===== src/hw/regif_pkg.sv =====
// shared data types and register numbers of the host register interface

package regif_pkg;

    typedef logic [7:0]  byte_t;    // one bus byte
    typedef logic [15:0] word_t;    // register or memory word
    typedef logic [15:0] addr_t;    // VRAM or XR address
    typedef logic [3:0]  reg_num_t; // bus register number
    typedef logic [6:0]  intr_t;    // one bit per interrupt source
    typedef logic [3:0]  wrmask_t;  // VRAM nibble write mask

    // system and interrupt control
    localparam reg_num_t REG_SYS_CTRL = 4'h0;
    localparam reg_num_t REG_INT_CTRL = 4'h1;
    localparam reg_num_t REG_TIMER    = 4'h2;

    // XR channel
    localparam reg_num_t REG_RD_XADDR = 4'h3;
    localparam reg_num_t REG_WR_XADDR = 4'h4;
    localparam reg_num_t REG_XDATA    = 4'h5;

    // VRAM channel
    localparam reg_num_t REG_RD_INCR  = 4'h6;
    localparam reg_num_t REG_RD_ADDR  = 4'h7;
    localparam reg_num_t REG_WR_INCR  = 4'h8;
    localparam reg_num_t REG_WR_ADDR  = 4'h9;
    localparam reg_num_t REG_DATA     = 4'hA;

    // 0xB to 0xF are unused, they read as zero

endpackage


===== src/hw/bus_sync.sv =====
// CPU bus synchronizer producing read and write byte strobes with captured bus fields
`timescale 1ns/1ps

module bus_sync
    import regif_pkg::*;
(
    input  logic     clk,
    input  logic     reset_i,
    input  logic     bus_cs_n_i,    // async chip select, active low
    input  logic     bus_rd_nwr_i,  // 1 = read, 0 = write
    input  reg_num_t bus_reg_num_i,
    input  logic     bus_bytesel_i, // 0 = even (high) byte
    input  byte_t    bus_data_i,
    output logic     wr_strobe_o,
    output logic     rd_strobe_o,
    output reg_num_t reg_num_o,
    output logic     bytesel_o,
    output byte_t    wr_byte_o
);

    logic cs_meta;   // first synchronizer stage
    logic cs_sync;   // second synchronizer stage
    logic cs_last;   // previous synchronized value
    logic cs_fall;

    assign cs_fall = cs_last & ~cs_sync;

    always_ff @(posedge clk) begin
        if (reset_i) begin
            cs_meta     <= 1'b1;
            cs_sync     <= 1'b1;
            cs_last     <= 1'b1;
            wr_strobe_o <= 1'b0;
            rd_strobe_o <= 1'b0;
            reg_num_o   <= '0;
            bytesel_o   <= 1'b0;
            wr_byte_o   <= '0;
        end else begin
            cs_meta     <= bus_cs_n_i;
            cs_sync     <= cs_meta;
            cs_last     <= cs_sync;
            wr_strobe_o <= cs_fall & ~bus_rd_nwr_i;
            rd_strobe_o <= cs_fall & bus_rd_nwr_i;
            if (cs_fall) begin
                // bus lines have been stable for two cycles by now
                reg_num_o <= bus_reg_num_i;
                bytesel_o <= bus_bytesel_i;
                wr_byte_o <= bus_data_i;
            end
        end
    end

endmodule


===== src/hw/access_channel.sv =====
// memory access channel with read/write address, increment and data registers
`timescale 1ns/1ps

module access_channel
    import regif_pkg::*;
#(
    parameter bit       HAS_INCR    = 1'b1,
    parameter reg_num_t RD_ADDR_NUM = REG_RD_ADDR,
    parameter reg_num_t WR_ADDR_NUM = REG_WR_ADDR,
    parameter reg_num_t DATA_NUM    = REG_DATA,
    parameter reg_num_t RD_INCR_NUM = REG_RD_INCR,
    parameter reg_num_t WR_INCR_NUM = REG_WR_INCR
) (
    input  logic     clk,
    input  logic     reset_i,
    input  logic     wr_strobe_i,
    input  logic     rd_strobe_i,
    input  reg_num_t reg_num_i,
    input  logic     bytesel_i,
    input  byte_t    wr_byte_i,
    input  logic     ack_i,
    input  word_t    rdata_i,
    output logic     sel_o,
    output logic     wr_o,
    output addr_t    addr_o,
    output word_t    wdata_o,
    output logic     busy_o,
    output logic     rd_hit_o,
    output word_t    rd_word_o
);

    addr_t rd_addr;
    addr_t wr_addr;
    word_t rd_incr;     // stays zero without HAS_INCR
    word_t wr_incr;
    word_t rd_data;     // last word read from memory
    byte_t data_even;   // even byte waiting for the odd write
    logic  rd_pend;     // read outstanding
    logic  rd_adv;      // advance read address next edge
    logic  wr_adv;
    logic  wr_odd;      // odd byte write strobe
    word_t rd_step;
    word_t wr_step;

    assign wr_odd  = wr_strobe_i & bytesel_i;
    assign rd_step = HAS_INCR ? rd_incr : 16'd1;
    assign wr_step = HAS_INCR ? wr_incr : 16'd1;
    assign busy_o  = rd_pend | wr_o;

    always_ff @(posedge clk) begin
        if (reset_i) begin
            sel_o   <= 1'b0;
            wr_o    <= 1'b0;
            rd_pend <= 1'b0;
            rd_adv  <= 1'b0;
            wr_adv  <= 1'b0;
            rd_addr <= '0;
            wr_addr <= '0;
            rd_incr <= '0;
            wr_incr <= '0;
            rd_data <= '0;
        end else begin
            rd_adv <= ack_i & rd_pend;
            wr_adv <= ack_i & wr_o;
            if (ack_i) begin
                if (rd_pend) begin
                    rd_data <= rdata_i;
                end
                sel_o   <= 1'b0;
                wr_o    <= 1'b0;
                rd_pend <= 1'b0;
            end
            if (rd_adv) begin
                rd_addr <= rd_addr + rd_step;
            end
            if (wr_adv) begin
                wr_addr <= wr_addr + wr_step;
            end
            // bus writes come last so they win over the address advance
            if (wr_strobe_i) begin
                if (reg_num_i == RD_ADDR_NUM) begin
                    if (!bytesel_i) begin
                        rd_addr[15:8] <= wr_byte_i;
                    end else begin
                        rd_addr[7:0] <= wr_byte_i;
                        sel_o        <= 1'b1;   // read the new address
                        rd_pend      <= 1'b1;
                    end
                end else if (reg_num_i == WR_ADDR_NUM) begin
                    if (!bytesel_i) wr_addr[15:8] <= wr_byte_i;
                    else            wr_addr[7:0]  <= wr_byte_i;
                end else if (HAS_INCR && reg_num_i == RD_INCR_NUM) begin
                    if (!bytesel_i) rd_incr[15:8] <= wr_byte_i;
                    else            rd_incr[7:0]  <= wr_byte_i;
                end else if (HAS_INCR && reg_num_i == WR_INCR_NUM) begin
                    if (!bytesel_i) wr_incr[15:8] <= wr_byte_i;
                    else            wr_incr[7:0]  <= wr_byte_i;
                end else if (reg_num_i == DATA_NUM && bytesel_i) begin
                    sel_o <= 1'b1;
                    wr_o  <= 1'b1;
                end
            end
            if (rd_strobe_i && bytesel_i && reg_num_i == DATA_NUM) begin
                sel_o   <= 1'b1;    // pre-read next word
                rd_pend <= 1'b1;
            end
        end
    end

    // address and payload held until the next request
    always_ff @(posedge clk) begin
        if (wr_strobe_i && !bytesel_i && reg_num_i == DATA_NUM) begin
            data_even <= wr_byte_i;
        end
        if (wr_odd && reg_num_i == RD_ADDR_NUM) begin
            addr_o <= {rd_addr[15:8], wr_byte_i};
        end else if (wr_odd && reg_num_i == DATA_NUM) begin
            addr_o  <= wr_addr;
            wdata_o <= {data_even, wr_byte_i};
        end else if (rd_strobe_i && bytesel_i && reg_num_i == DATA_NUM) begin
            addr_o <= rd_addr;
        end
    end

    always_comb begin
        rd_hit_o  = 1'b1;
        rd_word_o = '0;
        if (reg_num_i == RD_ADDR_NUM) begin
            rd_word_o = rd_addr;
        end else if (reg_num_i == WR_ADDR_NUM) begin
            rd_word_o = wr_addr;
        end else if (reg_num_i == DATA_NUM) begin
            rd_word_o = rd_data;
        end else if (HAS_INCR && reg_num_i == RD_INCR_NUM) begin
            rd_word_o = rd_incr;
        end else if (HAS_INCR && reg_num_i == WR_INCR_NUM) begin
            rd_word_o = wr_incr;
        end else begin
            rd_hit_o = 1'b0;    // not one of ours
        end
    end

endmodule


===== src/hw/tick_timer.sv =====
// fractional-divider 1/10 ms counter with latched low byte
`timescale 1ns/1ps

module tick_timer
    import regif_pkg::*;
#(
    parameter integer CLK_REDUCED = 5025,
    parameter integer HZ_REDUCED  = 2
) (
    input  logic  clk,
    input  logic  reset_i,
    input  logic  rd_strobe_i,
    input  logic  bytesel_i,
    output word_t timer_word_o
);

    // one extra bit so the accumulator can go negative after a wrap
    localparam integer FRAC_BITS = $clog2(CLK_REDUCED) + 1;
    localparam logic [FRAC_BITS-1:0] STEP      = FRAC_BITS'(HZ_REDUCED);
    localparam logic [FRAC_BITS-1:0] STEP_WRAP = FRAC_BITS'(HZ_REDUCED - CLK_REDUCED);

    logic [FRAC_BITS-1:0] frac;
    word_t                count;
    byte_t                low_latch;
    logic                 tick;

    assign tick = ~frac[FRAC_BITS-1];   // accumulator non-negative

    always_ff @(posedge clk) begin
        if (reset_i) begin
            frac      <= '0;
            count     <= '0;
            low_latch <= '0;
        end else begin
            if (tick) begin
                frac  <= frac + STEP_WRAP;
                count <= count + 16'd1;
            end else begin
                frac <= frac + STEP;
            end
            if (rd_strobe_i && !bytesel_i) begin
                low_latch <= count[7:0];  // keeps the word coherent
            end
        end
    end

    assign timer_word_o = {count[15:8], low_latch};

endmodule


===== src/hw/sys_regs.sv =====
// system and interrupt control registers with the bus read-data multiplexer
`timescale 1ns/1ps

module sys_regs
    import regif_pkg::*;
(
    input  logic     clk,
    input  logic     reset_i,
    input  logic     wr_strobe_i,
    input  reg_num_t reg_num_i,
    input  logic     bytesel_i,
    input  byte_t    wr_byte_i,
    input  word_t    timer_word_i,
    input  logic     vram_busy_i,
    input  logic     xr_busy_i,
    input  logic     vram_hit_i,
    input  word_t    vram_word_i,
    input  logic     xr_hit_i,
    input  word_t    xr_word_i,
    input  logic     h_blank_i,
    input  logic     v_blank_i,
    input  intr_t    intr_status_i,
    output wrmask_t  wrmask_o,
    output intr_t    intr_mask_o,
    output intr_t    intr_clear_o,
    output byte_t    bus_data_o
);

    word_t rd_word;
    logic  mem_busy;

    assign mem_busy = vram_busy_i | xr_busy_i;

    always_ff @(posedge clk) begin
        if (reset_i) begin
            wrmask_o     <= 4'b1111;    // all nibbles enabled
            intr_mask_o  <= '0;
            intr_clear_o <= '0;
        end else begin
            intr_clear_o <= '0;         // one cycle pulse
            if (wr_strobe_i) begin
                if (reg_num_i == REG_SYS_CTRL && bytesel_i) begin
                    wrmask_o <= wr_byte_i[3:0];
                end
                if (reg_num_i == REG_INT_CTRL) begin
                    if (!bytesel_i) intr_mask_o  <= wr_byte_i[6:0];
                    else            intr_clear_o <= wr_byte_i[6:0];
                end
            end
        end
    end

    always_comb begin
        case (reg_num_i)
            REG_SYS_CTRL: rd_word = {mem_busy, 3'b000, h_blank_i, v_blank_i, 6'b0, wrmask_o};
            REG_INT_CTRL: rd_word = {1'b0, intr_mask_o, 1'b0, intr_status_i};
            REG_TIMER:    rd_word = timer_word_i;
            default: begin
                if (vram_hit_i)    rd_word = vram_word_i;
                else if (xr_hit_i) rd_word = xr_word_i;
                else               rd_word = '0;    // unused numbers
            end
        endcase
    end

    assign bus_data_o = bytesel_i ? rd_word[7:0] : rd_word[15:8];

endmodule


===== src/hw/reg_interface.sv =====
// top level of the host register interface: bus sync, VRAM and XR channels, timer, system regs
`timescale 1ns/1ps

module reg_interface
    import regif_pkg::*;
#(
    parameter integer CLK_REDUCED = 5025,   // 10 kHz from 25.125 MHz
    parameter integer HZ_REDUCED  = 2
) (
    input  logic     clk,
    input  logic     reset_i,
    input  logic     bus_cs_n_i,
    input  logic     bus_rd_nwr_i,
    input  reg_num_t bus_reg_num_i,
    input  logic     bus_bytesel_i,
    input  byte_t    bus_data_i,
    output byte_t    bus_data_o,
    input  logic     vram_ack_i,
    input  word_t    vram_rdata_i,
    output logic     vram_sel_o,
    output logic     vram_wr_o,
    output addr_t    vram_addr_o,
    output word_t    vram_data_o,
    output wrmask_t  wrmask_o,
    input  logic     xr_ack_i,
    input  word_t    xr_rdata_i,
    output logic     xr_sel_o,
    output logic     xr_wr_o,
    output addr_t    xr_addr_o,
    output word_t    xr_data_o,
    input  logic     h_blank_i,
    input  logic     v_blank_i,
    input  intr_t    intr_status_i,
    output intr_t    intr_mask_o,
    output intr_t    intr_clear_o
);

    logic     wr_strobe;
    logic     rd_strobe;
    reg_num_t reg_num;
    logic     bytesel;
    byte_t    wr_byte;
    logic     vram_busy;
    logic     vram_hit;
    word_t    vram_word;
    logic     xr_busy;
    logic     xr_hit;
    word_t    xr_word;
    word_t    timer_word;

    bus_sync u_bus_sync (
        .clk           (clk),
        .reset_i       (reset_i),
        .bus_cs_n_i    (bus_cs_n_i),
        .bus_rd_nwr_i  (bus_rd_nwr_i),
        .bus_reg_num_i (bus_reg_num_i),
        .bus_bytesel_i (bus_bytesel_i),
        .bus_data_i    (bus_data_i),
        .wr_strobe_o   (wr_strobe),
        .rd_strobe_o   (rd_strobe),
        .reg_num_o     (reg_num),
        .bytesel_o     (bytesel),
        .wr_byte_o     (wr_byte)
    );

    access_channel #(
        .HAS_INCR    (1'b1),
        .RD_ADDR_NUM (REG_RD_ADDR),
        .WR_ADDR_NUM (REG_WR_ADDR),
        .DATA_NUM    (REG_DATA),
        .RD_INCR_NUM (REG_RD_INCR),
        .WR_INCR_NUM (REG_WR_INCR)
    ) u_vram_chan (
        .clk         (clk),
        .reset_i     (reset_i),
        .wr_strobe_i (wr_strobe),
        .rd_strobe_i (rd_strobe),
        .reg_num_i   (reg_num),
        .bytesel_i   (bytesel),
        .wr_byte_i   (wr_byte),
        .ack_i       (vram_ack_i),
        .rdata_i     (vram_rdata_i),
        .sel_o       (vram_sel_o),
        .wr_o        (vram_wr_o),
        .addr_o      (vram_addr_o),
        .wdata_o     (vram_data_o),
        .busy_o      (vram_busy),
        .rd_hit_o    (vram_hit),
        .rd_word_o   (vram_word)
    );

    // XR addresses step by one, increment numbers unused
    access_channel #(
        .HAS_INCR    (1'b0),
        .RD_ADDR_NUM (REG_RD_XADDR),
        .WR_ADDR_NUM (REG_WR_XADDR),
        .DATA_NUM    (REG_XDATA)
    ) u_xr_chan (
        .clk         (clk),
        .reset_i     (reset_i),
        .wr_strobe_i (wr_strobe),
        .rd_strobe_i (rd_strobe),
        .reg_num_i   (reg_num),
        .bytesel_i   (bytesel),
        .wr_byte_i   (wr_byte),
        .ack_i       (xr_ack_i),
        .rdata_i     (xr_rdata_i),
        .sel_o       (xr_sel_o),
        .wr_o        (xr_wr_o),
        .addr_o      (xr_addr_o),
        .wdata_o     (xr_data_o),
        .busy_o      (xr_busy),
        .rd_hit_o    (xr_hit),
        .rd_word_o   (xr_word)
    );

    tick_timer #(
        .CLK_REDUCED (CLK_REDUCED),
        .HZ_REDUCED  (HZ_REDUCED)
    ) u_timer (
        .clk          (clk),
        .reset_i      (reset_i),
        .rd_strobe_i  (rd_strobe),
        .bytesel_i    (bytesel),
        .timer_word_o (timer_word)
    );

    sys_regs u_sys_regs (
        .clk           (clk),
        .reset_i       (reset_i),
        .wr_strobe_i   (wr_strobe),
        .reg_num_i     (reg_num),
        .bytesel_i     (bytesel),
        .wr_byte_i     (wr_byte),
        .timer_word_i  (timer_word),
        .vram_busy_i   (vram_busy),
        .xr_busy_i     (xr_busy),
        .vram_hit_i    (vram_hit),
        .vram_word_i   (vram_word),
        .xr_hit_i      (xr_hit),
        .xr_word_i     (xr_word),
        .h_blank_i     (h_blank_i),
        .v_blank_i     (v_blank_i),
        .intr_status_i (intr_status_i),
        .wrmask_o      (wrmask_o),
        .intr_mask_o   (intr_mask_o),
        .intr_clear_o  (intr_clear_o),
        .bus_data_o    (bus_data_o)
    );

endmodule


===== config.mk =====
export PLATFORM = sky130hd
export DESIGN_NAME = reg_interface
export DESIGN_NICKNAME = d
export VERILOG_FILES = /design/src/hw/regif_pkg.sv /design/src/hw/bus_sync.sv /design/src/hw/access_channel.sv /design/src/hw/tick_timer.sv /design/src/hw/sys_regs.sv /design/src/hw/reg_interface.sv
export SDC_FILE = /design/constraint.sdc
export NUM_CORES = 1
export LEC_CHECK = 0
export BUFFER_PORTS_ARGS = -buffer_cell sky130_fd_sc_hd__buf_2
export CAP_MARGIN = 20
export CORE_AREA = 2 2 166 168
export CTS_CLUSTER_DIAMETER = 200
export CTS_CLUSTER_SIZE = 25
export DETAILED_ROUTE_END_ITERATION = 10
export DIE_AREA = 0 0 168 170
export HOLD_SLACK_MARGIN = 0.1
export PLACE_DENSITY_LB_ADDON = 0.25
export SLEW_MARGIN = 20
export SYNTH_ARGS = -nofsm -noshare
export SYNTH_HDL_FRONTEND = slang
export SYNTH_SLANG_ARGS = --single-unit

===== constraint.sdc =====
create_clock -name clk -period 3.1 [get_ports clk]
set_input_delay 0.62 -clock clk [delete_from_list [all_inputs] [get_ports clk]]
set_output_delay 0.62 -clock clk [all_outputs]
set_load 0.02 [all_outputs]

---- Yosys cells after proc, flatten, opt, wreduce, memory -nomap -nowiden ----
Index checks and enable logic that the tools add are counted.
operators by class
  multiply operators ...................... 0
  div/mod/pow operators ................... 0
  magnitude comparators ................... 0
  bitwise gates (word level) .............. 21
  mux-type cells .......................... 87
  reduce and logical (&&, ||, !) cells .... 29
  add/sub/neg operators ................... 7
  shift-type cells ........................ 0
  equality and inequality tests ........... 10
operator list
  kind                                                                    number
  16-bit 2-to-1 mux                                                       30
  8-bit 2-to-1 mux                                                        9
  16-bit by 1-bit adder with 16-bit output (second input constant)        3
  16-bit one-hot mux with 3 select lines                                  1
  1-bit 2-to-1 mux                                                        46
  16-bit adder                                                            2
  4-bit by 3-bit equality test with 1-bit output (second input constant)  4
  14-bit adder (second input constant)                                    1
  14-bit by 2-bit adder with 14-bit output (second input constant)        1
  1-bit logical AND                                                       14
  14-bit 2-to-1 mux                                                       1
  4-bit equality test (second input constant)                             3
  6-bit AND reduction                                                     2
  1-bit NOT                                                               10
  2-bit AND reduction                                                     5
  5-bit AND reduction                                                     2
  1-bit AND                                                               8
  4-bit by 2-bit equality test with 1-bit output (second input constant)  2
  3-bit nonzero test                                                      2
  4-bit by 1-bit equality test with 1-bit output (second input constant)  1
  4-bit logical NOT                                                       1
  4-bit OR reduction                                                      1
  1-bit OR                                                                3
  3-bit AND reduction                                                     1
  1-bit logical NOT                                                       1
storage, ports and cells
  bits in latches ......................... 0
  logic and storage cells ................. 194
  memories kept ........................... 0
  memory bits (read-only) ................. 0
  bits in writable memories ............... 0
  register bits ........................... 292
  output and inout port bits .............. 94

---- Longest topological paths before layout ----
  depth in word-level cells ............... 9
  mapped depth ............................ 10
  gate-level depth less buffers ........... 9

---- Cells and area by module ----
Synthesis repeated with hierarchy kept, for this count alone.
second synthesis, totals
  cell total of the unflattened synthesis .. 1,641
  area total of the unflattened synthesis .. 14,865.5 um^2
modules (own cells, without submodules)
  module                        area each (um^2)  instances  sequential area each (um^2)  cells each
  access_channel (u_vram_chan)  6,506.2           1          2,902.8                      743
  access_channel (u_xr_chan)    4,152.7           1          2,262.2                      446
  tick_timer                    1,866.8           1          760.7                        209
  sys_regs                      1,534.0           1          360.3                        173
  bus_sync                      805.8             1          360.3                        70

---- Worst setup path after synthesis ----
No wires, ideal clock.
  kind .................................... reg-to-reg
  start ................................... register u_bus_sync.reg_num_o[3]
  end ..................................... register u_vram_chan.addr_o[0] (enable)
  arrival time ............................ 2.007 ns
  clock period less this slack ............ 2.403 ns
  cell stages (with the launch flop) ...... 6
  path slack .............................. 0.697 ns
  path through ............................ dfxtp_1 -> buf_4 -> nand2b_4 -> or3_1 -> clkbuf_1 -> a21oi_1
between the ends
  word-level cells in the longest chain between the ends .. 3
  elaborated cells on any way between the ends .. 6
  classes of those cells .................. eq/ne: 2; reduce/logical: 4
RTL lines
  item                                                                                   RTL line                                                             source
  start: declaration                                                                     bus_sync.sv:16                                                       output reg_num_t reg_num_o,
  start signal: assignment                                                               bus_sync.sv:46                                                       reg_num_o <= bus_reg_num_i;
  4-bit equality test or 4-bit by 3-bit equality test with 1-bit output (tied branches)  access_channel.sv:117, access_channel.sv:120, access_channel.sv:115
  1-bit logical AND, on equally long branches                                            access_channel.sv:117, access_channel.sv:115, access_channel.sv:120
  3-bit nonzero test (no line) (*)                                                       --
  end signal: assignment                                                                 access_channel.sv:116                                                addr_o <= {rd_addr[15:8], wr_byte_i};
  end signal: assignment                                                                 access_channel.sv:118                                                addr_o <= wr_addr;
  end signal: assignment                                                                 access_channel.sv:121                                                addr_o <= rd_addr;
  end: declaration                                                                       access_channel.sv:25                                                 output addr_t addr_o,
Every way passes the cells marked *; elsewhere a longest branch is shown, timed or not.
A chain may end at the register's enable or synchronous reset.

---- Worst setup path after layout ----
  start ................................... register u_bus_sync.reg_num_o[1]
  end ..................................... output bus_data_o[5]
between the ends
  word-level cells in the longest chain between the ends .. 9
  elaborated cells on any way between the ends .. 31
  classes of those cells .................. eq/ne: 10; mux: 20; reduce/logical: 1
RTL lines
  item                                                   RTL line               source
  4-bit equality test                                    access_channel.sv:136  end else if (HAS_INCR && reg_num_i == WR_INCR_NUM) begin
  16-bit 2-to-1 mux or 1-bit 2-to-1 mux (tied branches)  access_channel.sv:136
  16-bit 2-to-1 mux or 1-bit 2-to-1 mux (tied branches)  access_channel.sv:134  end else if (HAS_INCR && reg_num_i == RD_INCR_NUM) begin
  16-bit 2-to-1 mux or 1-bit 2-to-1 mux (tied branches)  access_channel.sv:132  end else if (reg_num_i == DATA_NUM) begin
  16-bit 2-to-1 mux or 1-bit 2-to-1 mux (tied branches)  access_channel.sv:130  end else if (reg_num_i == WR_ADDR_NUM) begin
  16-bit 2-to-1 mux or 1-bit 2-to-1 mux (tied branches)  access_channel.sv:128  if (reg_num_i == RD_ADDR_NUM) begin
  16-bit 2-to-1 mux                                      sys_regs.sv:59         if (vram_hit_i) rd_word = vram_word_i;
  16-bit one-hot mux with 3 select lines (*)             sys_regs.sv:54         case (reg_num_i)
  8-bit 2-to-1 mux (*)                                   sys_regs.sv:66         assign bus_data_o = bytesel_i ? rd_word[7:0] : rd_word[15:8];
  end: declaration                                       reg_interface.sv:17    output byte_t bus_data_o,
Marked as above.

==> results.md <==
- Status: finished clean
- I/O pin total: 154
- LEAKAGE: 6.31 nW
- RSZ-0062 raised after global routing: yes
- Port bufs: 153
- Die area: 28600 µm²
- FF+latch count, synth: 292
- Psw: 0.00155 W
- Leading area contributor after synthesis: dfxtp_1
- Worst vdd ir: 0.000319 V
- ANT cells: 0
- Hold crit path type: in -> reg
- DRT iter0 DRCs: 1259
- Slew Viols, Final: 0
- CTS Buffer Depth: 3
- Global-route wire length before repair: roughly 67000 µm
- Gr ovfl total: 0
- Count leader, synth: nand2_1
- Setup tns final: 0 ps
- Seq/Total Area, Yosys: 0.458
- Reg power frac: 0.609
- Setup Skew: 23.9 ps
- Largest net degree at the start of global routing: 97
- Tcrit/Tclk final: 0.978
- Initial antenna violation count: 0
- Htree depth: 1
- Max cap viols: 0
- Worst slew pin tran: 1010 ps
- Hold-fix buffers, CTS: 0
- WP data arrival: 2410 ps
- Layout Nets: 1823
- Syn_area_per_cell: 8.96 µm²
- Pwr dens: roughly 400 nW/µm²
- Most used DFF post-synth: dfxtp_1
- Internal power: 0.00499 W
- Sink Count: roughly 300
- Comb pwr share: 0.060
- Min Tclk post-route: 3030 ps
- Fraction of layout instances using a drive strength above 1: 0.174
- Die Span Y: 170 µm
- Synth top area cells: dfxtp_1 29%, edfxtp_1 17%, nand2_1 6.4%, a21oi_1 5.2%, nor2_1 4.8%
- Root buffer cell: clkbuf_16
- Worst-Skew Late Latency: roughly 510 ps
- FP Rows: 60
- GPL Wtd Cong: 0.990
- Synthesized area: about 15000 µm²
- Crit Path Category: reg -> out
- Clock power frac: 0.331
- Number of global-route vias before repair: 11400
- Crit Path Max Fanout: 15
- Total core area: 26700 µm²
- Synth top area share: 0.292
- Sw Ratio: 0.236
- Fraction of synthesis flops using an asynchronous set or reset pin: 0
- Drt first pass iters: 8
- Reg clk slew, reported paths: around 90 ps
- WP data required: 2480 ps
- Die W: around 170 µm
- Final-report setup violation count: 0
- DRT Wirelength: 45300 µm
- Final hold viol count: 0
- DRC: 0
- Worst hold slack: a little under 300 ps
- Syn Nets: 1717
- CTS buffer count: 15
- WL/cell: 21.8 µm
- Max transition margin: 0.319
- Post-DP HPWL: 32900 µm
- Via count: roughly 13000
- ANT nets after route: 0
- Upper clock frequency limit: between 300 and 400 MHz
- Filler Cell Count: approximately 2300
- Post-synth top cells: 246 x nand2_1, 212 x dfxtp_1, 186 x nor2_1
- YS warnings: 0
- Synth Instances: 1620
- Gr usage total: 0.306
- Post-synth EDFFs: 80
- CP endpoint kind: output pin
- TritonCTS clock tree: built
- P&R area growth vs syn: 11.5%
- Vias/cell: approximately 6.1
- Element type at the critical path start: flop
- Initial core utilization: 0.545
- Synth unique cells: 75
-- repair_timing --
item,CTS,global route
pin swaps,0,4
buffers inserted,0,8
endpoints found under the setup margin,7,8
resized for setup,12,26
cloned,0,2
-- stage by stage --
stage           util  area, µm²  worst slack (ps)  std cells  total power (W)
6_report       0.608      16200              67.6       2074          0.00654
5_1_grt        0.608      16200             0.184       2074          0.00672
4_1_cts        0.602      16000              12.4       2064          0.00654
3_5_place_dp   0.585      15600               315       2040          0.00444
3_3_place_gp   0.585      15600               331       2040          0.00443
2_1_floorplan      -      14500               697       1620          0.00429
-- metal layers --
| layer | share of wire | up-vias | track usage |
|---|---|---|---|
| met1 | 0.44 | 6017 | 0.439 |
| met4 | 0.026 | 0 | 0.0813 |
| met3 | 0.090 | 69 | 0.0586 |
| met2 | 0.44 | 568 | 0.474 |
| li1 | - | 5962 | - |
| met5 | 0 | - | 0 |
-- flip-flops by register name, summed over array words and instances (netlist names), 16 cells and up --
signal and cells:
u_vram_chan.wdata_o 16, u_xr_chan.wr_addr 16, u_vram_chan.rd_data 16, u_xr_chan.rd_addr 16, u_vram_chan.addr_o 16, u_xr_chan.wdata_o 16, u_vram_chan.rd_addr 16, u_xr_chan.rd_data 16
u_xr_chan.addr_o 16, u_vram_chan.rd_incr 16, u_timer.count 16, u_vram_chan.wr_addr 16, u_vram_chan.wr_incr 16
-- cell type report --
type	count	area (µm²)	area share
flip-flops and latches	292	6660	0.411
multi-input cells	1192	7360	0.455
clock inverters	1	8.76	0.000541
well taps	341	427	0.0263
repair buffers	205	1240	0.0768
clock buffers	23	405	0.0250
inverters	20	81.3	0.00502
-- power groups by stage --
stage          logic (W)  registers, W  clock network [W]
6_report        0.000395       0.00398            0.00216
5_1_grt         0.000427       0.00399            0.00230
4_1_cts         0.000368       0.00398            0.00218
3_3_place_gp    0.000362       0.00407                  0
3_5_place_dp    0.000365       0.00407                  0
2_1_floorplan   0.000248       0.00404                  0
-- logic make-up after synthesis --
logic type / after synthesis / share of synthesized area
AOI/OAI and AO/OA: 420 / 0.189
xor gates and xnor gates: 80 / 0.0483
and+or+nand+nor: 581 / 0.178
DFF: 292 / 0.458
adders and majority gates: 37 / 0.0329
muxes: 74 / 0.0529
buffers and inverters: 136 / 0.0413
-- worst max-delay path, cell delays in order (launching register included) --
cell and delay (ps):
dfxtp_4 400, buf_8 170, nor3_2 220, buf_4 220
a22oi_1 130, a31oi_2 240, o21ai_0 100, o21ai_1 220
buf_2 210
-- worst paths after layout --
path	from	endpoint	slack [ps]	depth (start not counted)
hold reg to reg	u_bus_sync.cs_meta	u_bus_sync.cs_sync	420	1
hold / removal	bus_rd_nwr_i	u_bus_sync.wr_strobe_o	290	2
setup reg to reg	u_vram_chan.wr_addr[0]	u_vram_chan.wr_addr[14]	590	9
setup / recovery	u_bus_sync.reg_num_o[1]	bus_data_o[5]	70	8
-- cell usage in the layout, fill, tap and decap left out, types with 12 or more instances in the layout --
cell / netlist / routed
o21ai_1: 13 / 13
xnor2_1: 32 / 32
ha_1: 35 / 35
nand2_1: 246 / 246
mux2i_1: 52 / 52
a21oi_1: 152 / 151
clkbuf_16: 0 / 15
nor2b_1: 13 / 13
a21o_1: 13 / 13
a211oi_1: 54 / 54
nor2_1: 186 / 183
edfxtp_1: 80 / 80
and2_1: 13 / 13
dfxtp_1: 212 / 207
xor2_1: 48 / 48
o22ai_1: 15 / 15
nand4_1: 18 / 18
inv_1: 19 / 18
mux2_2: 22 / 22
buf_4: 9 / 42
and3_1: 12 / 12
o21ai_0: 42 / 41
buf_2: 25 / 151
a22oi_1: 27 / 27
nand3_1: 38 / 38
a31oi_1: 15 / 13
No activity file was read; power rests on OpenSTA's default activity.
